$ cat config.mk
export PLATFORM = sky130hd
export DESIGN_NAME = enc_channel_top
export DESIGN_NICKNAME = d
export VERILOG_FILES = /design/src/enc_pkg.sv /design/src/enc_input_sync.sv /design/src/enc_quad_decoder.sv /design/src/enc_period_counter.sv /design/src/enc_channel_top.sv
export SDC_FILE = /design/constraint.sdc
export NUM_CORES = 1
export LEC_CHECK = 0
export ABC_AREA = 1
export ABC_CLOCK_PERIOD_IN_PS = 3500
export BUFFER_PORTS_ARGS = -buffer_cell sky130_fd_sc_hd__buf_2
export CORE_AREA = 2 2 123 125
export DETAILED_ROUTE_END_ITERATION = 8
export DIE_AREA = 0 0 125 127
export PLACE_DENSITY_LB_ADDON = 0.2
export SETUP_SLACK_MARGIN = 0.02
export SYNTH_ARGS = -nofsm -noshare
export SYNTH_HDL_FRONTEND = slang
export SYNTH_SLANG_ARGS = --single-unit
$ cat constraint.sdc
create_clock -name clk_fast -period 3.5 [get_ports clk_fast]
set_input_delay 0.35 -clock clk_fast [delete_from_list [all_inputs] [get_ports clk_fast]]
set_output_delay 0.35 -clock clk_fast [all_outputs]
set_load 0.01 [all_outputs]
$ cat src/enc_pkg.sv
`default_nettype none
// ----------------------------------------
// widths, limits, typedefs and period
// counter states for one encoder channel
// ----------------------------------------

package enc_pkg;

   // ----------------------------------------
   // widths and filter depth
   // ----------------------------------------
   localparam int period_w    = 22;  // clk_fast cycles between steps
   localparam int pos_w       = 16;  // signed position
   localparam int err_w       = 8;   // illegal transition count
   localparam int sync_stages = 2;   // flops per raw line
   localparam int filt_len    = 2;   // equal samples before a line moves

   // ----------------------------------------
   // typedefs
   // ----------------------------------------
   typedef logic        [period_w-1:0] period_t;   // cycle count
   typedef logic signed [pos_w-1:0]    pos_t;      // position, wraps
   typedef logic        [err_w-1:0]    err_cnt_t;  // saturating count
   typedef logic        [1:0]          quad_t;     // code {a, b}

   localparam period_t  period_max = '1;  // saturation and overflow marker
   localparam err_cnt_t err_max    = '1;  // error count stops here

   // period counter reference tracking
   typedef enum logic [1:0] {
      idle,     // no step since reset
      armed,    // one step seen, measuring
      running   // measurement valid
   } step_state_e;

endpackage

`default_nettype wire

$ cat src/enc_input_sync.sv
`timescale 1ns/1ps
`default_nettype none
// ----------------------------------------
// synchronizer and glitch filter for the
// raw a and b encoder lines
// ----------------------------------------

module enc_input_sync import enc_pkg::*; (
   input  wire  clk_fast,  // sample clock
   input  wire  reset,     // async, active low
   input  wire  a,         // raw line a, asynchronous
   input  wire  b,         // raw line b, asynchronous
   output logic a_filt,    // filtered a
   output logic b_filt     // filtered b
);

   // sync flops plus the extra history the filter window needs
   localparam int chain_len = sync_stages + filt_len - 1;

   logic [1:0] line_in;    // {a, b} raw
   logic [1:0] line_filt;  // {a, b} filtered

   assign line_in = {a, b};

   // ----------------------------------------
   // one chain and filter per line
   // ----------------------------------------
   for (genvar i = 0; i < 2; i++) begin : g_line
      logic [chain_len-1:0] sh;    // bit 0 is the first sync flop
      logic [filt_len-1:0]  win;   // newest filt_len synced samples
      logic                 hold;  // level kept while window disagrees

      // window starts at the last sync flop
      assign win = sh[chain_len-1 -: filt_len];

      always_ff @(posedge clk_fast or negedge reset) begin
         if (!reset) begin
            sh   <= '0;
            hold <= 1'b0;
         end else begin
            sh   <= {sh[chain_len-2:0], line_in[i]};  // shift toward window
            hold <= line_filt[i];                    // remember last output
         end
      end

      // move only when the whole window agrees
      assign line_filt[i] = (&win) ? 1'b1 :
                            (|win) ? hold : 1'b0;
   end

   assign a_filt = line_filt[1];
   assign b_filt = line_filt[0];

endmodule

`default_nettype wire

$ cat src/enc_quad_decoder.sv
`timescale 1ns/1ps
`default_nettype none
// ----------------------------------------
// quadrature decoder with step, direction,
// position and illegal transition count
// ----------------------------------------

module enc_quad_decoder import enc_pkg::*; (
   input  wire      clk_fast,    // decode clock
   input  wire      reset,       // async, active low
   input  wire      a_filt,      // filtered line a
   input  wire      b_filt,      // filtered line b
   output logic     step,        // one cycle per legal transition
   output logic     dir,         // 1 forward, 0 backward
   output pos_t     position,    // signed step count
   output logic     quad_error,  // one cycle per double change
   output err_cnt_t err_count    // saturating illegal count
);

   quad_t code;       // current {a, b}
   quad_t prev_code;  // code held from last cycle
   logic  is_fwd;     // one step forward
   logic  is_bwd;     // one step backward
   logic  is_bad;     // both bits flipped

   // ----------------------------------------
   // forward order 00 -> 10 -> 11 -> 01 -> 00
   // ----------------------------------------
   function automatic quad_t fwd_next(input quad_t c);
      case (c)
         2'b00:   return 2'b10;
         2'b10:   return 2'b11;
         2'b11:   return 2'b01;
         default: return 2'b00;
      endcase
   endfunction

   assign code = {a_filt, b_filt};

   // no change matches none of these
   assign is_fwd = (code == fwd_next(prev_code));
   assign is_bwd = (prev_code == fwd_next(code));
   assign is_bad = (code == ~prev_code);

   // ----------------------------------------
   // step, dir and error pulses
   // ----------------------------------------
   always_ff @(posedge clk_fast or negedge reset) begin
      if (!reset) begin
         prev_code  <= '0;  // filtered lines reset to 0
         step       <= 1'b0;
         dir        <= 1'b0;
         quad_error <= 1'b0;
      end else begin
         prev_code  <= code;
         step       <= is_fwd | is_bwd;
         quad_error <= is_bad;
         if (is_fwd | is_bwd) begin
            dir <= is_fwd;  // held between steps
         end
      end
   end

   // ----------------------------------------
   // position and error count
   // ----------------------------------------
   always_ff @(posedge clk_fast or negedge reset) begin
      if (!reset) begin
         position <= '0;
      end else if (is_fwd) begin
         position <= position + pos_t'(1);  // wraps at the top
      end else if (is_bwd) begin
         position <= position - pos_t'(1);  // goes negative past 0
      end
   end

   always_ff @(posedge clk_fast or negedge reset) begin
      if (!reset) begin
         err_count <= '0;
      end else if (is_bad && err_count != err_max) begin
         err_count <= err_count + err_cnt_t'(1);  // stops at err_max
      end
   end

   // ----------------------------------------
   // checks
   // ----------------------------------------
   step_err_excl: assert property (@(posedge clk_fast) disable iff (!reset)
      !(step && quad_error));

endmodule

`default_nettype wire

$ cat src/enc_period_counter.sv
`timescale 1ns/1ps
`default_nettype none
// ----------------------------------------
// step period counter with saturation,
// reversal flag and larger-of selection
// ----------------------------------------

module enc_period_counter import enc_pkg::*; (
   input  wire     clk_fast,      // counted clock
   input  wire     reset,         // async, active low
   input  wire     step,          // one cycle per encoder step
   input  wire     dir,           // direction of that step
   output period_t period,        // larger of latched and running count
   output period_t latched,       // spacing of the last two steps
   output logic    dir_changed,   // last step reversed direction
   output logic    period_valid   // new latched value this cycle
);

   step_state_e state;     // reference step tracking
   period_t     cnt;       // cycles since last step
   period_t     cnt_inc;   // cnt + 1, saturated
   logic        prev_dir;  // dir of the previous step
   logic        has_ref;   // a previous step exists
   logic        rev;       // this step reverses direction

   assign cnt_inc = (cnt == period_max) ? period_max : cnt + period_t'(1);
   assign has_ref = (state != idle);
   assign rev     = (dir != prev_dir);

   // ----------------------------------------
   // state machine
   // ----------------------------------------
   always_ff @(posedge clk_fast or negedge reset) begin
      if (!reset) begin
         state <= idle;
      end else if (step) begin
         case (state)
            idle:    state <= armed;    // first step only arms
            armed:   state <= running;  // first full measurement
            default: state <= running;
         endcase
      end
   end

   // ----------------------------------------
   // running count
   // ----------------------------------------
   always_ff @(posedge clk_fast or negedge reset) begin
      if (!reset) begin
         cnt <= '0;
      end else if (step) begin
         cnt <= '0;       // restart at each step
      end else begin
         cnt <= cnt_inc;  // holds at period_max
      end
   end

   // ----------------------------------------
   // latch on step
   // ----------------------------------------
   always_ff @(posedge clk_fast or negedge reset) begin
      if (!reset) begin
         latched      <= '0;
         dir_changed  <= 1'b0;
         prev_dir     <= 1'b0;
         period_valid <= 1'b0;
      end else begin
         period_valid <= step && has_ref;  // no report for the arming step
         if (step) begin
            prev_dir <= dir;
            if (has_ref && rev) begin
               latched     <= period_max;  // reversal never looks fast
               dir_changed <= 1'b1;
            end else if (has_ref) begin
               latched     <= cnt_inc;     // equals step spacing
               dir_changed <= 1'b0;
            end
         end
      end
   end

   // report whichever is larger so a stalled encoder shows a long period
   assign period = (latched > cnt) ? latched : cnt;

   // ----------------------------------------
   // checks
   // ----------------------------------------
   // count stops at period_max and never rolls over between steps
   cnt_bound: assert property (@(posedge clk_fast) disable iff (!reset)
      !$past(step) |-> cnt >= $past(cnt));

   valid_after_step: assert property (@(posedge clk_fast) disable iff (!reset)
      period_valid |-> $past(step));

   period_ge_latched: assert property (@(posedge clk_fast) disable iff (!reset)
      period >= latched);

endmodule

`default_nettype wire

$ cat src/enc_channel_top.sv
`timescale 1ns/1ps
`default_nettype none
// ----------------------------------------
// one encoder channel with sync, decoder
// and period counter
// ----------------------------------------

module enc_channel_top import enc_pkg::*; (
   input  wire      clk_fast,      // single clock domain
   input  wire      reset,         // async, active low
   input  wire      a,             // raw encoder line a
   input  wire      b,             // raw encoder line b
   output logic     step,          // legal step pulse
   output logic     dir,           // direction of last step
   output pos_t     position,      // signed position
   output logic     quad_error,    // illegal transition pulse
   output err_cnt_t err_count,     // saturating illegal count
   output period_t  period,        // larger of latched and running
   output period_t  latched,       // last step spacing
   output logic     dir_changed,   // last step reversed
   output logic     period_valid   // latched updated
);

   logic a_filt;  // filtered a into decoder
   logic b_filt;  // filtered b into decoder

   // ----------------------------------------
   // pin to filtered line, 3 cycles
   // ----------------------------------------
   enc_input_sync sync_i (
      .clk_fast (clk_fast),
      .reset    (reset),
      .a        (a),
      .b        (b),
      .a_filt   (a_filt),
      .b_filt   (b_filt)
   );

   // filtered line to step and position, 1 cycle
   enc_quad_decoder dec_i (
      .clk_fast   (clk_fast),
      .reset      (reset),
      .a_filt     (a_filt),
      .b_filt     (b_filt),
      .step       (step),
      .dir        (dir),
      .position   (position),
      .quad_error (quad_error),
      .err_count  (err_count)
   );

   // step to period report, 1 cycle
   enc_period_counter per_i (
      .clk_fast     (clk_fast),
      .reset        (reset),
      .step         (step),
      .dir          (dir),
      .period       (period),
      .latched      (latched),
      .dir_changed  (dir_changed),
      .period_valid (period_valid)
   );

endmodule

`default_nettype wire

# [Word-level counts from Yosys, hierarchy flattened]
# Cells that the tools add are included.
[word_totals] out_inout_bits=73 ff_bits=86
[classes] bitwise_logic=2 add_sub_neg=4 n_mux=16 n_lt_le_gt_ge=1 eq_ne=10 n_reduce_logical=14
[op_table] cell="22-bit two-way mux" count=5
[op_table] cell="16-bit two-way mux" count=2
[op_table] cell="22-bit by 1-bit adder with 22-bit output, second input constant" count=1
[op_table] cell="22-bit equality test, second input constant" count=1
[op_table] cell="22-bit > comparator" count=1
[op_table] cell="16-bit by 2-bit adder with 16-bit output, second input constant" count=1
[op_table] cell="16-bit by 2-bit subtractor with 16-bit output, second input constant" count=1
[op_table] cell="2-bit case mux with 3 select lines" count=2
[op_table] cell="8-bit by 1-bit adder with 8-bit output, second input constant" count=1
[op_table] cell="2-bit equality test, second input constant" count=4
[op_table] cell="8-bit != test, second input constant" count=1
[op_table] cell="2-bit equality test" count=3
[op_table] cell="2-bit zero test" count=3
[op_table] cell="1-bit two-way mux" count=6
[op_table] cell="2-bit AND reduction" count=3
[op_table] cell="2-bit nonzero test" count=3
[op_table] cell="2-bit OR reduction" count=2
[op_table] cell="1-bit logical AND" count=3
[op_table] cell="2-bit two-way mux" count=1
[op_table] cell="2-bit inverter" count=1
[op_table] cell="1-bit != test" count=1
[op_table] cell="1-bit bitwise OR" count=1

# [Logic depth before layout (Yosys ltp)]
[logic_depth] ltp_word=8 mapped_depth=18 depth_no_buf=18

# [Hierarchy]
# A second synthesis with hierarchy kept.
[hier_totals] cells_unflattened=789 area_unflattened_um2=5799.3
[modules_own_cells] module="enc_period_counter" seq_area_each_um2=1226.2 n_inst=1 cells_each=470 area_per_inst_um2=3374.5
[modules_own_cells] module="enc_quad_decoder" seq_area_each_um2=725.7 n_inst=1 cells_each=303 area_per_inst_um2=2192.1
[modules_own_cells] module="enc_input_sync" seq_area_each_um2=200.2 n_inst=1 cells_each=16 area_per_inst_um2=232.7

# [Least setup slack after synthesis]
# OpenSTA, ideal clock, no wires.
[synth_timing] kind="reg2reg" start="register sync_i.g_line[1].sh[1]" end="register dec_i.position[9]" stages_incl_launch_ff=17 arrival_ps=2053 path_slack_ps=1330 required_ps=3383 path_cell_list="dfrtp_1 -> inv_1 -> nand2_1 -> nand3_1 -> nand2_4 -> nor2_8 -> inv_4 -> ha_1 -> nand2_1 -> inv_1 -> nand3_1 -> nand2_1 -> nand2_1 -> nand2_1 -> or2_2 -> nand3_1 -> nand2_1"
[synth_lines] item="from (decl)" line="enc_input_sync.sv:29" source="logic [chain_len-1:0] sh;"
[synth_lines] item="from (signal assigned)" line="enc_input_sync.sv:41" source="sh <= {sh[chain_len-2:0], line_in[i]};"
[synth_lines] item="2-bit OR reduction" line="enc_input_sync.sv:48" source="(|win) ? hold : 1'b0;"
[synth_lines] item="1-bit two-way mux" line="enc_input_sync.sv:48"
[synth_lines] item="1-bit two-way mux *" line="enc_input_sync.sv:47" source="assign line_filt[i] = (&win) ? 1'b1 :"
[synth_lines] item="2-bit equality test *" line="enc_quad_decoder.sv:41" source="assign is_fwd = (code == fwd_next(prev_code));"
[synth_lines] item="named net dec_i.is_fwd" line="enc_quad_decoder.sv:22" source="logic is_fwd;"
[synth_lines] item="16-bit two-way mux or 2-bit nonzero test (tied branches)"
[synth_lines] item="to (signal assigned)" line="enc_quad_decoder.sv:71" source="position <= position + pos_t'(1);"
[synth_lines] item="to (signal assigned)" line="enc_quad_decoder.sv:73" source="position <= position - pos_t'(1);"
[synth_lines] item="to (decl)" line="enc_quad_decoder.sv:15" source="output pos_t position,"
# Mark *: on every way through the listed nets, which the timed path passes. The rest lies on a longest branch.
# A chain may end at the register's enable or synchronous reset.

# [Final worst setup path]
[layout_timing] start="register per_i.cnt[17]" end="output port period[21]"
[layout_between] elab_chain_cells=2
[layout_rtl] item="from (decl)" line="enc_period_counter.sv:20" source="period_t cnt;"
[layout_rtl] item="from (signal assigned)" line="enc_period_counter.sv:54" source="cnt <= cnt_inc;"
[layout_rtl] item="22-bit > comparator" line="enc_period_counter.sv:83" source="assign period = (latched > cnt) ? latched : cnt;"
[layout_rtl] item="22-bit two-way mux" line="enc_period_counter.sv:83"
[layout_rtl] item="to (decl)" line="enc_channel_top.sv:18" source="output period_t period,"
# No other way between the ends.

==> impl_results.md <==
- Status: complete, no violations
- CP max stage cell: dfrtp_1
- Total negative slack: 0 ns
- Setup WS pre-CTS: 0.866 ns
- Post-Syn Nets: approximately 800
- CP peak stage delay: 0.44 ns
- Crit path setup slack, layout: 0.487 ns
- Die area: 15,900 um^2
- Post-synth top flop: dfrtp_1
- First-pass GRT wire length: 23,800 um
- Fin. Hold Viols: 0
- Syn_area_per_cell: 7.50 um^2
- Synthesized flop and latch total: between 80 and 90
- CP Launch Type: flop
- Share of the synthesized area in the top cell type: 0.370
- Unrepaired setup endpoints after global routing: no
- Filler cells: 1,515
- CTS Sinks: 84
- DR vias: just under 5,000
- Antenna violations before repair: 0
- Vias in the first global route: 4,803
- Fraction of registers with async set/reset: 1.00
- Starting Density: 0.394
- Via density: roughly 4.8
- Period utilization: 0.861
- Slew headroom: 0.500
- Largest family of logic cells by synthesized area: simple AND/OR/NAND/NOR gates
- Die H: 127 um
- Die W: 125 um
- Distinct cells, synth: just over 40
- Maximum number of pins on one net before global-route repair: 47
- PortBufs: 76
- Most common cell in the synthesized netlist: nand2_1
- CTS max path bufs: 2
- Wire per inst: 13.6 um
- Initial DRC count: 186
- Placer Congestion: 0.854
- Detailed Place HPWL: about 10,000 um
- Clock skew: 0.00848 ns
- Post-route total power: approximately 5.7 mW
- Post-DRT Antenna Nets: 0
- Max-slew violation count: 0
- Ys Warns: 0
- Max Fanout on Critical Path: 23
- CTS tree: yes
- Simple-gate share of the synthesized area: 0.327
- Synthesized area: 5680 um^2
- Share of post-route cells with drive strength above 1: 0.183
- Clock Latency Late Sink: 0.35 ns
- Core ar.: ~14,000 um^2
- Post_cts resized: 0
- EDFF count, synth: 0
- Crit Path Class: flop to output pin
- Reg clk slew, reported paths: 0.06 ns
- Util after Layout: 0.450
- Endpoint type of the worst setup path: output pin
- Top post-synthesis cells by area: dfrtp_1, nand2_1, ha_1
- Ant. Diodes: 0
- Drt pass-1 iters: 4
- Peak VDD IR: 0.442 mV
- Cell area power density: about 880 nW/um^2
- FF-to-FF path depth: 16
- CTS Buf Count: 9
- Post-Synth Adder-Cell Area: 0.0894
- Remaining Overflow, GRT: 0
- Critical path, cell by cell: inv_1 -> ha_1 -> nand2_1 -> nor2_1 -> nand2_1 -> nor2_1 -> nand4_1 -> buf_4 -> nand2_1 -> buf_4 -> nand2_1 -> nand2_1 -> buf_2
- Hold_buf cts: 0
- Area leader, netlist: dfrtp_1
- Max-cap violations: 0
- Compound-Gate Fraction of Synth Area: 0.0766
- Root Buffer: clkbuf_16
- Crit path time final: approximately 3.0 ns
- Post-CTS Setup Bufs: 0
- Synth Area in XOR/XNOR: 0.0416
- Worst-Margin Slew: ~0.75 ns
- Worst path arrival time: 2.66 ns
- Commonest cells in the synthesized netlist: nand2_1, inv_1, nand3_1
- Tot GR Track Use: 0.184
- Final wirelength: between 10,000 and 15,000 um
- Mux share of post-synthesis cell area: 0
- # IOs: 77
- WP data required: ~3.2 ns
- Most frequent CP cell: nand2_1
- Setup violations, final: 0
- Row Count: 44
- Syn-to-layout area delta: 14.2%
- Max H-tree Level: 3
- DRC: 0
- Max Clk Rate: 332 MHz
- HP Class: input pin to asynchronous set/reset pin
- Nets: 878
- Seq/Total Area, Yosys: 0.370
- Leak Pwr: 3.32 nW
- Post-Synthesis Cells: 758
-- final timing paths --
| kind | startpoint | endpoint | slack [ns] |
|---|---|---|---|
| max | per_i.cnt[17]$_DFF_PN0_ | period[21] | 0.49 |
| min | reset | per_i.latched[8]$_DFFE_PN0P_ | 0.06 |
| max reg2reg | sync_i.g_line[0].sh[1]$_DFF_PN0_ | dec_i.position[15]$_DFFE_PN0P_ | 1.05 |
| min reg2reg | sync_i.g_line[1].sh[0]$_DFF_PN0_ | sync_i.g_line[1].sh[1]$_DFF_PN0_ | 0.35 |
| max in group asynchronous | reset | dec_i.position[12]$_DFFE_PN0P_ | 2.95 |
| min in group clk_fast | b | sync_i.g_line[0].sh[0]$_DFF_PN0_ | 0.11 |
-- cells in the final DEF, fill, tap and decap left out, drive strengths merged --
master and n:
nand2 243, inv 105, nand3 89, dfrtp 84, buf 82, nor2 65, ha 39, a21oi 32
o21ai 30, xor2 16, xnor2 11, clkbuf 11, o21bai 7, nand4 5, nand3b 3, nor3 3
clkinv 3, or2 2, and3 1, a21o 1, a221oi 1, nor2b 1, o22a 1, fa 1
clkinvlp 1, bufinv 1
-- where the power goes --
group / leakage, nW / switching (mW) / internal, mW / total, mW
clock network: 0.136 / 0.408 / 0.550 / 0.959
logic: 2.15 / 1.87 / 1.27 / 3.13
registers: 1.03 / 0.362 / 1.28 / 1.64
-- per-stage QoR --
| step | cells | cell area [um^2] | hold WS [ns] |
|---|---|---|---|
| after detailed placement | 1007 | 6210 | 0.335 |
| after floorplan | 758 | 5680 | 0.0544 |
| after global routing | 1022 | 6490 | 0.101 |
| after global placement | 1007 | 6210 | 0.334 |
| after CTS | 1022 | 6490 | 0.0830 |
| final | 1022 | 6490 | 0.0616 |
-- critical path: cells and delay by family, from the launching register on --
kind / cells / cell delay (ns)
buffers and inverters: 4 / 0.72
AND/OR/NAND/NOR: 8 / 0.87
adder cells (fa/ha/maj): 1 / 0.30
flip-flops: 1 / 0.44
-- area by class of cell --
cell class	count	area, um^2	area share
multi-input cells	551	3040	0.468
clock buffers	11	233	0.0359
inverters	106	408	0.0628
repair buffers	82	428	0.0659
well taps	184	230	0.0355
flip-flops and latches	84	2100	0.324
clock inverters	4	51.3	0.00790
-- registers in the layout, summed over array words and instances, names as in the netlist, 2 cells and up --
name and count:
dec_i.err_count 8, dec_i.position 16, dec_i.prev_code 2, per_i.cnt 22, per_i.latched 22, per_i.state 2, sync_i.g_line.sh 6
-- per-layer routing --
| metal | global-route usage | vias to the layer above | part of all wire |
|---|---|---|---|
| li1 | - | 2553 | - |
| met1 | 0.246 | 2288 | 0.49 |
| met2 | 0.309 | 74 | 0.47 |
| met3 | 0.0272 | 12 | 0.028 |
| met4 | 0.0601 | 0 | 0.012 |
| met5 | 0 | - | 0 |
-- cell families (layout without fill, tap and decap cells) --
family | after synthesis | in the layout
xor+xnor | 27 | 27
buf+inv | 123 | 203
flops | 84 | 84
fa+ha+maj | 40 | 40
simple gates | 412 | 412
compound gates | 72 | 72
No activity file was read; power rests on OpenSTA's default activity.
